## src/source/rv32i_types.sv

```systemverilog
package rv32i_types;

    // ########################################################################
    // Address split of a 32-byte cache line.
    // ########################################################################
    localparam int line_off_w = 5;    // Byte offset within a line.
    localparam int line_tag_w = 27;   // Line address, bits 31 down to 5.

    // ########################################################################
    // Memory port opcode.
    // ########################################################################
    typedef enum logic {
        MEM_READ,
        MEM_WRITE
    } mem_op_t;

    // ########################################################################
    // FSM state encodings.
    // ########################################################################
    typedef enum logic [1:0] {
        DR_IDLE,
        DR_REQ,
        DR_RELEASE
    } drain_state_t;

    typedef enum logic [2:0] {
        FE_IDLE,
        FE_LOOKUP,
        FE_MEM_REQ,
        FE_MEM_RELEASE,
        FE_ACK,
        FE_WAIT_DROP
    } fetch_state_t;

    typedef enum logic [1:0] {
        ARB_IDLE,
        ARB_DRAIN,
        ARB_FETCH,
        ARB_RELEASE
    } arb_state_t;

endpackage

```

## src/source/line_fetch.sv

```systemverilog
`timescale 1ns/1ps

module line_fetch
    import rv32i_types::*;
#(
    parameter int width = 256
)
(
    input  logic                  clk,
    input  logic                  rst,

    // Refill port from the cache.
    input  logic                  fill_req_i,
    input  logic [31:0]           fill_addr_i,
    output logic                  fill_ack_o,
    output logic [width-1:0]      fill_data_o,

    // Buffer probe.
    output logic                  tag_check_o,
    output logic [line_tag_w-1:0] tag_o,
    input  logic                  hit_i,
    input  logic [width-1:0]      hit_data_i,

    // Read client towards the arbiter.
    output logic                  rd_req_o,
    output logic [line_tag_w-1:0] rd_addr_o,
    input  logic                  rd_ack_i,
    input  logic [width-1:0]      rd_data_i
);

    fetch_state_t state;

    logic [width-1:0] line_q;

    // Address is held stable by the requester for the whole request.
    assign tag_o     = fill_addr_i[31:line_off_w];
    assign rd_addr_o = fill_addr_i[31:line_off_w];

    assign tag_check_o = (state == FE_LOOKUP);   // One probe per request.
    assign rd_req_o    = (state == FE_MEM_REQ);
    assign fill_ack_o  = (state == FE_WAIT_DROP);
    assign fill_data_o = line_q;

    // ########################################################################
    // Fetch FSM.
    // ########################################################################
    always_ff @(posedge clk, posedge rst) begin
        if (rst) begin
            state <= FE_IDLE;
        end else begin
            case (state)
                FE_IDLE: begin
                    if (fill_req_i) state <= FE_LOOKUP;
                end
                FE_LOOKUP: begin
                    state <= hit_i ? FE_ACK : FE_MEM_REQ;
                end
                FE_MEM_REQ: begin
                    if (rd_ack_i) state <= FE_MEM_RELEASE;
                end
                FE_MEM_RELEASE: begin
                    if (!rd_ack_i) state <= FE_ACK;
                end
                FE_ACK: begin
                    state <= FE_WAIT_DROP;       // Ack goes high next cycle.
                end
                FE_WAIT_DROP: begin
                    if (!fill_req_i) state <= FE_IDLE;
                end
                default: state <= FE_IDLE;
            endcase
        end
    end

    // Line capture from whichever source answered.
    always_ff @(posedge clk) begin
        if (state == FE_LOOKUP && hit_i) begin
            line_q <= hit_data_i;
        end else if (state == FE_MEM_REQ && rd_ack_i) begin
            line_q <= rd_data_i;
        end
    end

endmodule : line_fetch

```

## config.mk

```make
export PLATFORM = sky130hd
export DESIGN_NAME = line_fetch
export DESIGN_NICKNAME = d
export VERILOG_FILES = /design/src/source/rv32i_types.sv /design/src/source/line_fetch.sv
export SDC_FILE = /design/constraint.sdc
export NUM_CORES = 1
export LEC_CHECK = 0
export BUFFER_PORTS_ARGS = -buffer_cell sky130_fd_sc_hd__buf_2
export CAP_MARGIN = 10
export CORE_AREA = 2 2 332 334
export CTS_CLUSTER_SIZE = 10
export DETAILED_ROUTE_END_ITERATION = 7
export DIE_AREA = 0 0 334 336
export PLACE_DENSITY = 0.34
export RECOVER_POWER = 50
export SLEW_MARGIN = 10
export SYNTH_ARGS = -nofsm -noshare
export SYNTH_HDL_FRONTEND = slang
export SYNTH_SLANG_ARGS = --single-unit
```

## constraint.sdc

```tcl
create_clock -name clk -period 13.6 [get_ports clk]
set_input_delay 1.36 -clock clk [delete_from_list [all_inputs] [get_ports clk]]
set_output_delay 1.36 -clock clk [all_outputs]
set_load 0.02 [all_outputs]
```

==> metrics.txt <==
worst vdd ir=roughly 0.087 mV; share of cells above drive strength 1=0.421; post-synthesis cell area=approximately 12000 µm²; DR vias=roughly 8.4k; Pwr Total=between 3000 and 4000 µW; Final period util=0.426; Yosys top cell by area=edfxtp_1; Vias/cell=between 2 and 3; crit start category=primary input; CP max stage delay=about 1.9 ns; total of max-cap violations=2; hold path cells=1; CTS Buf Count=35; worst endpoint data arrival time=~6 ns; CTS tree=built; placed cell area=between 15000 and 20000 µm²; RSZ-0062 raised after global routing=false; final setup vio count=0; Crit. path cell count=6; total track usage=0.0786; Worst R2R Path Depth=6; async set-reset flop share out of synthesis=0.0116; Syn Inst Count=approximately 620; Setup Skew=between 0.009 and 0.01 ns; slowest cell on the critical path=clkbuf_1; cts repair resizes=0; final hold viol count=0; RePlAce Congestion=roughly 0.85; fin crit period=approximately 5.8 ns; first-pass GRT wire length=about 63000 µm; CP required=~14 ns; CTS Hold Bufs=0; clock buffer depth=3; vias in the first global route=9208; critical path, cell by cell=clkbuf_1, nor3b_1, clkbuf_1, buf_4, buf_4, mux2_1; Main synth FF type=edfxtp_1; f_max=roughly 170 MHz; CP delay by family, top=buffers and inverters; Avg Synthesized Cell Area=about 18 µm²; Worst-Margin Slew=~2.9 ns; worst setup path class=primary input to register; post-synth top area share=0.667; Initial Util=0.106; pwr dens=between 150 and 200 nW/µm²; largest cells by area after synthesis=edfxtp_1 67%, mux2_1 23%, buf_4 3.6%; Yosys reg bits=around 260; clock sinks=~260; Post-synth top cells=256 x edfxtp_1, 240 x mux2_1, 56 x buf_4; Max-slew headroom=-0.931; Setup Fix Bufs, Post-CTS=0; Rows=approximately 120; Slew Limit Fails=just over 100; Fin Setup TNS=0 ns; Leakage Power=~0.0063 µW; number of enable flip-flop cells after synthesis=about 260; Core ar.=108000 µm²; First DRT Iteration DRCs=229; sequential fraction of the synthesis area=0.674; Antenna Nets Post-Route=0; root buf cell=clkbuf_16; gr ovfl total=0; dpl hpwl=approximately 38000 µm; final wirelength=around 47000 µm; Die Y=roughly 340 µm; synth unique cells=23; Crit. End Element=register; status=complete, but fails checks; total die area=112000 µm²; Buf/Inv on CP=4; Final #Nets=about 1.9k; syn nets=~1.2k; Avg WL per Cell=16.7 µm; Skew-Pair Late Insertion Delay=~0.56 ns; H-tree depth=2; final instance area=between 15000 and 20000 µm²; PortBufs=about 780; pin count of the biggest net entering global routing=around 70; # IOs=~860; DRT Pass-1 Iters=4; yosys warns=0; Synth-to-Final Area Change=48.9%; worst hold path class=register to register; width of the chip=approximately 330 µm; Clock transition at path regs=around 0.06 ns; DRC violations left=0; CP max FO=50; initial antenna violation count=22; most numerous cell in the Yosys netlist=edfxtp_1; failing checks=max-capacitance violations, max-slew violations
[path summary, 6_finish.rpt]
| path | startpoint | endpoint | slack, ns |
|---|---|---|---|
| worst min-delay path | state[2]$_DFFE_PP0P_ | state[1]$_DFFE_PP0P_ | 0.63 |
| worst max-delay path | hit_i | fill_data_o[33]$_DFFE_PP_ | 7.81 |
| worst max register to register | state[1]$_DFFE_PP0P_ | fill_data_o[33]$_DFFE_PP_ | 8.09 |
| worst min register to register | state[2]$_DFFE_PP0P_ | state[1]$_DFFE_PP0P_ | 0.63 |
| max in group asynchronous | rst | state[0]$_DFFE_PP0P_ | 12.80 |
| min in group asynchronous | rst | state[2]$_DFFE_PP0P_ | 0.67 |
[kinds of logic after synthesis]
| logic type | after synthesis | synth area share |
|---|---|---|
| AND/OR/NAND/NOR | 14 | 0.00825 |
| buffers and inverters | 87 | 0.0644 |
| multiplexers | 256 | 0.250 |
| flip-flops | 259 | 0.674 |
| AO/OA/AOI/OAI | 7 | 0.00369 |
[flip-flops by register name, indices dropped and copies added (netlist names)]
register     count
fill_data_o    256
state            3
[layout make-up]
class | count | area [µm²]
Tap cell | 1414 | 1770
Fill cell | 12200 | 91200
Clock buffer | 42 | 902
Sequential cell | 259 | 7760
Clock inverter | 15 | 75.1
Antenna cell | 7 | 17.5
Timing Repair Buffer | 784 | 3620
Inverter | 3 | 11.3
Multi-Input combinational cell | 277 | 3010
[per-layer routing]
layer / track usage / share of wire / vias to the layer above
met3: 0.0334 / 0.10 / 124
met5: 0 / 0.0013 / -
met2: 0.141 / 0.51 / 500
li1: - / - / 3831
met1: 0.0746 / 0.33 / 3924
met4: 0.0467 / 0.053 / 8
[stage by stage]
step / setup WS, ns / utilization / instances / hold WS (ns)
finish: 7.81 / 0.158 / 2801 / 0.631
global route: 7.42 / 0.158 / 2798 / 0.624
CTS: 9.64 / 0.161 / 2794 / 0.600
detailed placement: 8.99 / 0.152 / 2737 / 0.661
global placement: 9.10 / 0.152 / 2737 / 0.635
floorplan: 4.09 / - / 623 / 0.587
[cells in the final DEF, fill, tap and decap left out]
master,synthesis,routed
a2bb2oi_1,1,1
nand2_1,2,2
and2_0,0,1
dfrtp_1,3,3
nor3b_1,1,2
nand2b_1,1,1
nor2_1,4,4
edfxtp_1,256,256
clkbuf_16,0,35
clkbuf_1,1,266
nand2b_4,1,1
nand3b_1,1,1
inv_6,0,3
diode_2,0,7
o32ai_1,1,1
mux2_2,16,14
clkinv_2,0,3
nor2b_1,2,2
a21oi_1,3,3
buf_2,2,518
inv_1,3,3
buf_4,56,7
clkinv_1,0,9
o21ai_0,2,2
mux2_1,240,242
[where the power goes]
group	leakage, µW	switching (µW)	internal, µW
Combinational	0.00344	649	284
Sequential	0.00240	68.4	1190
Clock	0.000479	363	469
Total	0.00632	1080	1940
No activity file was read; power rests on OpenSTA's default activity.
