$ cat src/source/rv32i_types.sv
package rv32i_types;

    // ########################################################################
    // Address split of a 32-byte cache line.
    // ########################################################################
    localparam int line_off_w = 5;    // Byte offset within a line.
    localparam int line_tag_w = 27;   // Line address, bits 31 down to 5.

    // ########################################################################
    // Memory port opcode.
    // ########################################################################
    typedef enum logic {
        MEM_READ,
        MEM_WRITE
    } mem_op_t;

    // ########################################################################
    // FSM state encodings.
    // ########################################################################
    typedef enum logic [1:0] {
        DR_IDLE,
        DR_REQ,
        DR_RELEASE
    } drain_state_t;

    typedef enum logic [2:0] {
        FE_IDLE,
        FE_LOOKUP,
        FE_MEM_REQ,
        FE_MEM_RELEASE,
        FE_ACK,
        FE_WAIT_DROP
    } fetch_state_t;

    typedef enum logic [1:0] {
        ARB_IDLE,
        ARB_DRAIN,
        ARB_FETCH,
        ARB_RELEASE
    } arb_state_t;

endpackage

$ cat src/source/mem_arbiter.sv
`timescale 1ns/1ps

module mem_arbiter
    import rv32i_types::*;
#(
    parameter int width = 256
)
(
    input  logic                  clk,
    input  logic                  rst,

    // Drain client, writes.
    input  logic                  dr_req_i,
    input  logic [line_tag_w-1:0] dr_addr_i,
    input  logic [width-1:0]      dr_data_i,
    output logic                  dr_ack_o,

    // Fetch client, reads.
    input  logic                  fe_req_i,
    input  logic [line_tag_w-1:0] fe_addr_i,
    output logic                  fe_ack_o,
    output logic [width-1:0]      fe_rdata_o,

    // Memory port.
    output logic                  mem_req_o,
    output mem_op_t               mem_op_o,
    output logic [line_tag_w-1:0] mem_addr_o,
    output logic [width-1:0]      mem_wdata_o,
    input  logic                  mem_ack_i,
    input  logic [width-1:0]      mem_rdata_i
);

    arb_state_t state;

    logic last_fe;   // Last grant went to the fetch client.
    logic gnt_dr;
    logic gnt_fe;

    // ########################################################################
    // Grant FSM, held through all four phases.
    // ########################################################################
    always_ff @(posedge clk, posedge rst) begin
        if (rst) begin
            state   <= ARB_IDLE;
            last_fe <= 1'b0;
        end else begin
            case (state)
                ARB_IDLE: begin
                    // Alternate when both ask.
                    if (dr_req_i && (!fe_req_i || last_fe)) begin
                        state   <= ARB_DRAIN;
                        last_fe <= 1'b0;
                    end else if (fe_req_i) begin
                        state   <= ARB_FETCH;
                        last_fe <= 1'b1;
                    end
                end
                ARB_DRAIN, ARB_FETCH: begin
                    if (mem_ack_i) state <= ARB_RELEASE;
                end
                ARB_RELEASE: begin
                    if (!mem_ack_i) state <= ARB_IDLE;
                end
                default: state <= ARB_IDLE;
            endcase
        end
    end

    // Release phase keeps the grant of the client that owned the cycle.
    assign gnt_dr = (state == ARB_DRAIN) || (state == ARB_RELEASE && !last_fe);
    assign gnt_fe = (state == ARB_FETCH) || (state == ARB_RELEASE && last_fe);

    // ########################################################################
    // Handshake forwarding.
    // ########################################################################
    assign mem_req_o   = (gnt_dr && dr_req_i) || (gnt_fe && fe_req_i);
    assign mem_op_o    = gnt_dr ? MEM_WRITE : MEM_READ;
    assign mem_addr_o  = gnt_dr ? dr_addr_i : fe_addr_i;
    assign mem_wdata_o = dr_data_i;

    assign dr_ack_o   = gnt_dr && mem_ack_i;
    assign fe_ack_o   = gnt_fe && mem_ack_i;
    assign fe_rdata_o = mem_rdata_i;

endmodule : mem_arbiter

$ cat config.mk
export PLATFORM = sky130hd
export DESIGN_NAME = mem_arbiter
export DESIGN_NICKNAME = d
export VERILOG_FILES = /design/src/source/rv32i_types.sv /design/src/source/mem_arbiter.sv
export SDC_FILE = /design/constraint.sdc
export NUM_CORES = 1
export LEC_CHECK = 0
export BUFFER_PORTS_ARGS = -buffer_cell sky130_fd_sc_hd__buf_2
export CORE_AREA = 2 2 430 432
export DETAILED_ROUTE_END_ITERATION = 10
export DIE_AREA = 0 0 432 434
export GPL_TIMING_DRIVEN = 0
export PLACE_DENSITY = 0.3
export SLEW_MARGIN = 15
export SYNTH_ARGS = -nofsm -noshare
export SYNTH_HDL_FRONTEND = slang
export SYNTH_SLANG_ARGS = --single-unit
$ cat constraint.sdc
create_clock -name clk -period 3.9 [get_ports clk]
set_input_delay 0.78 -clock clk [delete_from_list [all_inputs] [get_ports clk]]
set_output_delay 0.78 -clock clk [all_outputs]
set_load 0.02 [all_outputs]
==> impl_results.md <==
* Outcome: finished clean
* GPL Wtd Cong at around 1.1
* Static leakage at around 5.2 nW
* Final WL at about 110000 µm
* First DRT Iteration DRCs at roughly 450
* Final Cycle Share at about four fifths
* IO Count at roughly 1100
* DR DRC count at 0
* Final setup vio count at 0
* HPWL Detailed at between 100000 and 150000 µm
* Slew headroom at between 40% and 50%
* Nets at between 1500 and 2000
* Clock sinks at 3
* Top cells by count, synth: 512 x buf_4, 19 x mux2_4, 9 x mux2_2
* Critical Path RT at 3.12 ns
* Final slew viol count at 0
* CP Class: register to primary output
* Vias in the first global route at 5695
* MaxCap Viol Count at 0
* GRT Resource Usage Total at between 10% and 20%
* Clock power frac at under 10%
* CTS tree: yes
* Syn avg cell area at slightly below 8 µm²
* Drt first pass iters at 6
* Ratio of cells with drive above 1 in the final layout at a little over nine tenths
* Via-to-Cell Ratio at roughly 1.8
* Die area at between 0.15 and 0.2 mm²
* Period minus WS final at about 3.2 ns
* Post-synth ARST share at between 90% and 100%
* Worst-skew pair later-pin latency at about 0.22 ns
* Switching Share at 60.7%
* PostCTS Resize Cnt at 0
* Initial core utilization at under 10%
* Maximum vdd drop at between 150 and 200 µV
* FF+latch count, synth at 3
* Die height at about 430 µm
* Wire per inst at roughly 31 µm
* Via Count at 6470
* Root buf cell: clkbuf_16
* Post-synthesis sequential area ratio at 1.65%
* Post-CTS setup buffers at 0
* Mapped cell area at 0.00454 mm²
* # H-tree levels at 1
* # rows at approximately 160
* Share of Yosys cell area claimed by the top area cell type at 84.6%
* First-pass GRT wire length at about 120000 µm
* Count leader, synth: buf_4
* Flop pwr share at 2.3%
* Crit end category: primary output
* Cells after Synth at roughly 570
* Initial antenna violation count at about 160
* RSZ-0062 raised after global routing: false
* Crit Path Max Fanout at 10
* Worst Hold Class: input port to async pin
* Combinational Power Share at between 90% and 100%
* Total CTS buffers at 3
* Fin. Hold Viols at 0
* Seq. cell area at 75.1 µm²
* TNS Setup at 0 ns
* Core footprint at ~0.18 mm²
* Crit start category: register
* Antenna Violating Nets Remaining at 0
* Placed cell areas at 0.0105 mm²
* Internal power at 1.12 mW
* Clock Skews at 0.000605 ns
* Syn nets at about 1100
* Worst slew pin tran at roughly 0.8 ns
* Post-CTS Hold Buffers at 0
* Longest Clk Path Bufs at 2
* I/O Buffers at between 600 and 700
* Clock-pin slew on the worst setup and hold paths at ~0.03 ns
* Netlist cell types at 18
* Fmax at 0.315 GHz
* Pin count of the biggest net entering global routing at 11
* Ys Warns at 0
* Fill count at between 20000 and 25000
* Area leader, netlist: buf_4
* Grt ovf at 0
* Die width at between 400 and 500 µm
* EDFF count, synth at 0
* Psw at about 1.7 mW
* Multi-input gate area at between 500 and 600 µm²
* Arrival @ worst endpoint at ~2.4 ns
* Design Area, Final at 0.0107 mm²
* Post-synth top flop: dfrtp_1
* Synth-to-Final Area Change at 135%
* Synth top area cells: buf_4 85%, mux2_4 6.3%, mux2_2 2.2%
* Pwr Density at ~270 mW/mm²
-- critical path, stage by stage, from the launching register on --
cell and delay, ns:
dfrtp_1 0.40, ha_1 0.25, a21oi_4 0.64, buf_12 0.24
mux2_4 0.35, buf_2 0.23
-- power by group through the flow --
stage,clock network (mW),logic (mW),registers (mW)
finish,0.162,2.63,0.0661
global route,0.170,2.80,0.0684
CTS,0.163,2.76,0.0662
detailed placement,0,2.76,0.0665
global placement,0,2.75,0.0662
floorplan,0,1.44,0.0623
-- layout by cell type (no fill, tap or decap) --
master / synthesis / routed
inv_2: 2 / 2
diode_2: 0 / 16
mux2i_1: 1 / 1
mux2_2: 9 / 9
clkbuf_16: 0 / 3
o2bb2ai_1: 1 / 1
inv_1: 4 / 4
buf_4: 512 / 512
and2_1: 1 / 1
buf_12: 2 / 2
nand2b_1: 1 / 1
a31oi_1: 3 / 3
a21oi_4: 1 / 1
a21oi_1: 2 / 2
buf_2: 0 / 601
nor2_1: 2 / 2
clkbuf_1: 0 / 1
a221oi_1: 1 / 1
dfrtp_1: 3 / 3
ha_1: 5 / 5
mux2_4: 19 / 19
nor2b_1: 3 / 3
-- final timing paths --
kind | startpoint | to | slack, ns | depth (start not counted)
worst max register to register | state[0] | state[1] | 2.12 | 5
worst min register to register | state[1] | state[1] | 0.57 | 1
worst min-delay path | rst | state[1] | 0.45 | 2
worst max-delay path | state[1] | mem_addr_o[12] | 0.72 | 5
max in group asynchronous | rst | last_fe | 3.31 | 2
min in group clk | state[1] | state[1] | 0.57 | 1
-- registers in the layout, indices dropped and copies added (netlist names) --
name and flops:
last_fe 1, state 2
-- per-layer routing --
layer	track usage, %	wire length (µm)	vias to the layer above
li1	-	-	2480
met2	19.5	54800	793
met3	10.7	23300	282
met5	0.781	978	-
met4	0.504	1590	128
met1	9.61	31700	2787
-- per-stage QoR --
step | cells | util [%] | hold slack (ns) | setup slack (ns) | power (mW)
floorplan | 572 | - | 0.510 | 1.63 | 1.51
global placement | 3558 | 5.77 | 0.567 | 0.808 | 2.82
detailed placement | 3558 | 5.77 | 0.572 | 0.819 | 2.82
CTS | 3562 | 5.82 | 0.452 | 0.583 | 2.99
global route | 3564 | 5.82 | 0.454 | 0.561 | 3.04
finish | 3578 | 5.84 | 0.450 | 0.722 | 2.86
-- layout make-up --
class,instances,area share [%]
antenna,16,0.376
buffer,514,36.5
clock buffer,4,0.740
inverter,6,0.211
multi-input combinational,49,5.26
sequential,3,0.705
tap,2385,28.0
timing repair buffer,601,28.2
-- logic make-up (layout without fill, tap and decap cells) --
family | count (synthesis) | after routing | share of synthesized area (%)
DFF | 3 | 3 | 1.65
and+or+nand+nor | 7 | 7 | 0.854
AOI/OAI and AO/OA | 8 | 8 | 1.38
other | 0 | 16 | 0
muxes | 29 | 29 | 8.73
adders and majority gates | 5 | 5 | 1.38
buffers and inverters | 520 | 1125 | 86.0
No activity file was read; power rests on OpenSTA's default activity.
