===== config.mk =====
export PLATFORM = sky130hd
export DESIGN_NAME = ewb_drain
export DESIGN_NICKNAME = d
export VERILOG_FILES = /design/src/source/rv32i_types.sv /design/src/source/ewb_drain.sv
export SDC_FILE = /design/constraint.sdc
export NUM_CORES = 1
export LEC_CHECK = 0
export ABC_AREA = 1
export CORE_AREA = 2 2 227 229
export CTS_BUF_LIST = sky130_fd_sc_hd__clkbuf_2
export DETAILED_ROUTE_END_ITERATION = 10
export DIE_AREA = 0 0 229 231
export DONT_BUFFER_PORTS = 1
export GPL_ROUTABILITY_DRIVEN = 0
export PLACE_DENSITY = 0.39
export SYNTH_ARGS = -nofsm -noshare
export SYNTH_HDL_FRONTEND = slang
export SYNTH_SLANG_ARGS = --single-unit

===== constraint.sdc =====
create_clock -name clk -period 6.9 [get_ports clk]
set_input_delay 0.69 -clock clk [delete_from_list [all_inputs] [get_ports clk]]
set_output_delay 0.69 -clock clk [all_outputs]
set_load 0.01 [all_outputs]

===== src/source/rv32i_types.sv =====
package rv32i_types;

    // ########################################################################
    // Address split of a 32-byte cache line.
    // ########################################################################
    localparam int line_off_w = 5;    // Byte offset within a line.
    localparam int line_tag_w = 27;   // Line address, bits 31 down to 5.

    // ########################################################################
    // Memory port opcode.
    // ########################################################################
    typedef enum logic {
        MEM_READ,
        MEM_WRITE
    } mem_op_t;

    // ########################################################################
    // FSM state encodings.
    // ########################################################################
    typedef enum logic [1:0] {
        DR_IDLE,
        DR_REQ,
        DR_RELEASE
    } drain_state_t;

    typedef enum logic [2:0] {
        FE_IDLE,
        FE_LOOKUP,
        FE_MEM_REQ,
        FE_MEM_RELEASE,
        FE_ACK,
        FE_WAIT_DROP
    } fetch_state_t;

    typedef enum logic [1:0] {
        ARB_IDLE,
        ARB_DRAIN,
        ARB_FETCH,
        ARB_RELEASE
    } arb_state_t;

endpackage


===== src/source/ewb_drain.sv =====
`timescale 1ns/1ps

module ewb_drain
    import rv32i_types::*;
#(
    parameter int width = 256
)
(
    input  logic                  clk,
    input  logic                  rst,

    // Buffer head.
    input  logic                  empty_i,
    input  logic [31:0]           head_addr_i,
    input  logic [width-1:0]      head_data_i,
    output logic                  yumi_o,

    // Write client towards the arbiter.
    output logic                  wr_req_o,
    output logic [line_tag_w-1:0] wr_addr_o,
    output logic [width-1:0]      wr_data_o,
    input  logic                  wr_ack_i
);

    drain_state_t state;

    logic [line_tag_w-1:0] addr_q;
    logic [width-1:0]      data_q;

    // ########################################################################
    // Drain FSM.
    // ########################################################################
    always_ff @(posedge clk, posedge rst) begin
        if (rst) begin
            state <= DR_IDLE;
        end else begin
            case (state)
                DR_IDLE: begin
                    if (!empty_i) state <= DR_REQ;
                end
                DR_REQ: begin
                    if (wr_ack_i) state <= DR_RELEASE;
                end
                DR_RELEASE: begin
                    if (!wr_ack_i) state <= DR_IDLE;   // Entry retires here.
                end
                default: state <= DR_IDLE;
            endcase
        end
    end

    // Head copy, held through the whole write.
    always_ff @(posedge clk) begin
        if (state == DR_IDLE && !empty_i) begin
            addr_q <= head_addr_i[31:line_off_w];
            data_q <= head_data_i;
        end
    end

    assign wr_req_o  = (state == DR_REQ);
    assign wr_addr_o = addr_q;
    assign wr_data_o = data_q;

    // Retire only once memory holds the line.
    assign yumi_o = (state == DR_RELEASE) && !wr_ack_i;

endmodule : ewb_drain


==> results of run 1 <==
[Yosys cell counts (all sizes together)]
master / number / area share [%]
nor2: 2 / 0.087
nand2: 3 / 0.13
inv: 5 / 0.22
edfxtp: 283 / 99
dfrtp: 2 / 0.58
nand3: 3 / 0.17
nor3: 1 / 0.12
[logic make-up after synthesis]
family / Yosys count
flip-flops: 285
AND/OR/NAND/NOR: 9
buffers and inverters: 5
[through the flow]
step | worst slack (ps) | cells | utilization (%) | instance area [sq um] | hold slack, ps
2_1_floorplan | 1462 | 299 | - | 8615 | 431.2
3_3_place_gp | 4109 | 982 | 18.75 | 9500 | 438.8
3_5_place_dp | 3980 | 982 | 18.75 | 9500 | 445.1
==> impl_metrics.json, run 1 <==
{
  "die_y_um": 231,
  "postCtsHoldBufs": 222,
  "syn-cell-area_sq_mm": 0.008611,
  "io-pin-count": 577,
  "numCtsBuffers": 72,
  "yosys_register_bits": 285,
  "initial_core_util_pct": 16.99,
  "cts-resized-gates": 0,
  "firstError": "[ERROR RSZ-0060] Max buffer count reached.",
  "synth_xor_area_share_pct": 0,
  "synth.avg_cell_area_sq_um": 28.80,
  "synth_nets": 591,
  "yosysWarnings": 0,
  "dp_hpwl_um": 15510,
  "port_buffers": 0,
  "synthSimpleGateAreaFrac_pct": 0.5086,
  "post-cts-setup-buffer-count": 0,
  "lastStage": "4_1_cts",
  "synth.distinct_cells": 8,
  "synth_top_family_by_area": "simple AND/OR/NAND/NOR gates",
  "cts_sinks": 285,
  "htree_levels": 3,
  "syn_inst": 299,
  "rows": 83,
  "die_w_um": 229,
  "synth-compound-area-share_pct": 0,
  "seq_area_frac_synth_pct": 99.27,
  "synthMuxAreaShare_pct": 0,
  "synthAdderAreaFrac_pct": 0,
  "cts_root_buf": "clkbuf_2",
  "status": "aborted with a tool error",
  "cts_max_path_buffers": 3
}
==> run 2, diff against run 1 <==
CORE_AREA = 2 2 223 225   (was 2 2 227 229)
CTS_BUF_LIST = default   (was sky130_fd_sc_hd__clkbuf_2)
DIE_AREA = 0 0 225 227   (was 0 0 229 231)
PLACE_DENSITY = default   (was 0.39)
PLACE_DENSITY_LB_ADDON = 0.15   (was default)
clock period = 8.95 ns   (was 6.9 ns; I/O delays follow)
==> run 2 against run 1 <==
Compared with the run above:
- the run now ends clean
- synthesized cell count did not move
- synthesized area did not move
==> impl_metrics.json, run 2 <==
{
  "powerDensity_mw_per_mm2": 336.9,
  "wire_per_inst_um": 23.44,
  "rows": 81,
  "post-cts-setup-buffer-count": 0,
  "dp_cells": 924,
  "slowest_delay_ps": 700,
  "fillers": 4954,
  "synth_nets": 591,
  "startpoint_type": "register",
  "yosys-top-cells-count": "edfxtp_1 (283), inv_1 (4), nand2_1 (3), nand3_1 (3)",
  "drive_gt1_share_pct": 13.07,
  "finalPower_mw": 3.478,
  "required_ps": 9130,
  "via_per_inst": 3.256,
  "end_kind": "register",
  "tightest_slew_ps": 819.4,
  "yosysWarnings": 0,
  "cts_sinks": 285,
  "seq_area_frac_synth_pct": 99.27,
  "fin_crit_sh_pct": 34.63,
  "io-pin-count": 577,
  "layout_commonest_cell": "edfxtp_1",
  "initial_core_util_pct": 17.74,
  "synth.avg_cell_area_sq_um": 28.80,
  "synthSimpleGateAreaFrac_pct": 0.5086,
  "cts_root_buf": "clkbuf_16",
  "numCtsBuffers": 30,
  "fin_crit_ps": 3100,
  "dp_hpwl_um": 17360,
  "power.leakage_nw": 3.172,
  "netlist.area_leader.share_pct": 98.69,
  "grt_pass1_vias": 3391,
  "drt-total-wl_um": 22900,
  "cap_violations": 0,
  "die_w_um": 225,
  "synthMuxAreaShare_pct": 0,
  "max_freq_ghz": 0.3226,
  "ir_worst_vdd_uv": 126.8,
  "mostFrequentLayoutCells": "edfxtp_1 (283), clkbuf_16 (31), clkbuf_1 (7)",
  "instances_no_fill": 977,
  "crit_fanout": 100,
  "final.setup.tns_ps": 0,
  "yosys_register_bits": 285,
  "finalSetupViolCount": 0,
  "postCtsHoldBufs": 0,
  "status": "finished, final reports clean",
  "vias": 3181,
  "core_area_sq_mm": 0.04855,
  "synth.distinct_cells": 8,
  "skew_ps": 24.93,
  "firstDrtPassIters": 4,
  "arrival_ps": 3280,
  "antenna_found_initial": 8,
  "final_cell_area_sq_mm": 0.01032,
  "die_area_sq_mm": 0.05108,
  "die_y_um": 227,
  "async_reset_ff_share_pct": 0.7018,
  "area_growth_pct": 19.89,
  "finalNetCount": 626,
  "crit_top_cell": "buf_4",
  "syn-cell-area_sq_mm": 0.008611,
  "htree_levels": 1,
  "syn_inst": 299,
  "cts_max_path_buffers": 3,
  "synth_edf_count": 283,
  "grt_max_degree": 101,
  "dpl_cell_area_sq_mm": 0.009419,
  "yosys.area.top_type": "edfxtp_1",
  "hp-class": "in -> async",
  "slew_violations": 0,
  "crit_path_top_delay_cell": "buf_4",
  "rsz0062_at_grt": "no",
  "gr-total-overflow": 0,
  "drt-initial-drc-count": 167,
  "grt_pass1_wl_um": 28770,
  "synth_most_common_cell": "edfxtp_1",
  "worstSetupPathType": "reg -> reg",
  "drt.antenna.violating_nets": 0,
  "synth.top_cells.by_area": "edfxtp_1 (99%), dfrtp_1 (0.58%), nand3_1 (0.17%)",
  "route.detailed.drc": 0,
  "synth_ff_type": "edfxtp_1",
  "hold_viol": 0,
  "cts-resized-gates": 0,
  "worstSkewPairLatency_ps": 570,
  "cts_tree": "built",
  "path_clk_slew_ps": 60,
  "relSlewSlack_pct": 45.37,
  "synth-compound-area-share_pct": 0,
  "synth_xor_area_share_pct": 0,
  "largest_reg_flops": 256,
  "port_buffers": 0,
  "synth_top_family_by_area": "simple AND/OR/NAND/NOR gates",
  "grt_use_total_pct": 8.081,
  "cp_cell_sequence": "nor2_1, nand2_1, inv_8, buf_4, buf_4",
  "synthAdderAreaFrac_pct": 0
}
## run 2: cell counts after synthesis
No cell type changed its count.
## run 2: where the power goes
group          internal (mW)  total [mW]  switching (mW)
clock network          0.656        1.15           0.498
registers               1.86        2.14           0.272
logic                 0.0112       0.187           0.175
total                   2.53        3.48           0.946
## run 2: area by class of cell
cell class / instances / area (sq um) / share of cell area, %
Tap cell: 622 / 778.2 / 7.538
Timing Repair Buffer: 3 / 22.52 / 0.2182
Sequential cell: 285 / 8548 / 82.80
Antenna cell: 3 / 7.507 / 0.07272
Clock inverter: 12 / 95.09 / 0.9211
Inverter: 5 / 26.28 / 0.2545
Clock buffer: 38 / 802.0 / 7.769
Multi-Input combinational cell: 9 / 43.79 / 0.4242
## run 2: per-layer routing
metal	GRT usage [%]	vias to the layer above	routed length [um]
li1	-	1279	-
met1	7.159	1537	6694
met2	14.68	315	12400
met3	4.969	44	3138
met4	3.290	6	628
met5	0	-	39
## run 2: metrics by stage
step	setup WS (ps)	utilization, %	hold WS, ps
finish	5850	21.27	60.45
global route	5593	21.25	24.55
CTS	5805	21.25	10.31
detailed placement	5372	19.40	546.8
global placement	5449	19.40	540.6
floorplan	1817	-	510.9
## run 2: cell families (layout without fill, tap and decap cells)
kind of cell           Yosys count  after routing
DFF                            285            285
buffers and inverters            5             58
and+or+nand+nor                  9              9
other                            0              3
## run 2: path summary, 6_finish.rpt
path	from	end	slack (ps)	cells past startpoint
min in group clk	head_data_i[92]	wr_data_o[92]	410	0
min	rst	state[1]	60	1
max	state[1]	wr_data_o[227]	5850	5
max reg2reg	state[1]	wr_data_o[227]	5850	5
max in group asynchronous	rst	state[0]	8780	1
min reg2reg	state[1]	state[1]	560	2
## run 2: worst max-delay path, delay by kind of cell (launching register included)
kind	cells	cell delay, ps
buffers and inverters	3	1870
flip-flops	1	410
AND/OR/NAND/NOR	2	260
Power figures use the tool's default switching activity.
==> run 3, diff against run 2 <==
clock period = 2.93 ns   (was 8.95 ns; I/O delays follow)
==> run 3 against run 2 <==
Compared with the run above:
- the run now fails in 4_1_cts
- synthesized area unchanged
- synthesized cell count unchanged
==> impl_metrics.json, run 3 <==
{
  "dp_cells": 932,
  "netlist.area_leader.share_pct": 98.69,
  "synth_ff_type": "edfxtp_1",
  "io-pin-count": 577,
  "async_reset_ff_share_pct": 0.7018,
  "synth.avg_cell_area_sq_um": 28.80,
  "syn_inst": 299,
  "synth_most_common_cell": "edfxtp_1",
  "numCtsBuffers": 30,
  "yosysWarnings": 0,
  "cts-resized-gates": 0,
  "die_w_um": 225,
  "post-cts-setup-buffer-count": 0,
  "postCtsHoldBufs": 198,
  "synth_edf_count": 283,
  "seq_area_frac_synth_pct": 99.27,
  "yosys_register_bits": 285,
  "synth.distinct_cells": 8,
  "die_y_um": 227,
  "port_buffers": 0,
  "synth_nets": 591,
  "syn-cell-area_sq_mm": 0.008611,
  "cts_max_path_buffers": 3,
  "status": "aborted with a tool error",
  "lastStage": "4_1_cts",
  "dp_hpwl_um": 17090,
  "synth.top_cells.by_area": "edfxtp_1 (99%), dfrtp_1 (0.58%), nand3_1 (0.17%)",
  "initial_core_util_pct": 17.74,
  "yosys.area.top_type": "edfxtp_1",
  "yosys-top-cells-count": "edfxtp_1 (283), inv_1 (4), nand2_1 (3), nand3_1 (3)",
  "cts_root_buf": "clkbuf_16",
  "firstError": "[ERROR RSZ-0060] Max buffer count reached.",
  "htree_levels": 1,
  "rows": 81,
  "cts_sinks": 285
}
-- run 3: cell counts after synthesis --
Identical to the previous run, type by type.
-- run 3: cells by family after synthesis --
group,synth area share (%)
flops,99.27
simple gates,0.5085
buf+inv,0.2179
-- run 3: per-stage QoR --
stage / utilization (%) / area, sq um / hold WS [ps] / setup slack [ps]
3_5_place_dp: 19.63 / 9528 / 45.32 / 956.6
3_3_place_gp: 19.63 / 9528 / 40.15 / 976.4
2_1_floorplan: - / 8617 / 34.18 / -2207
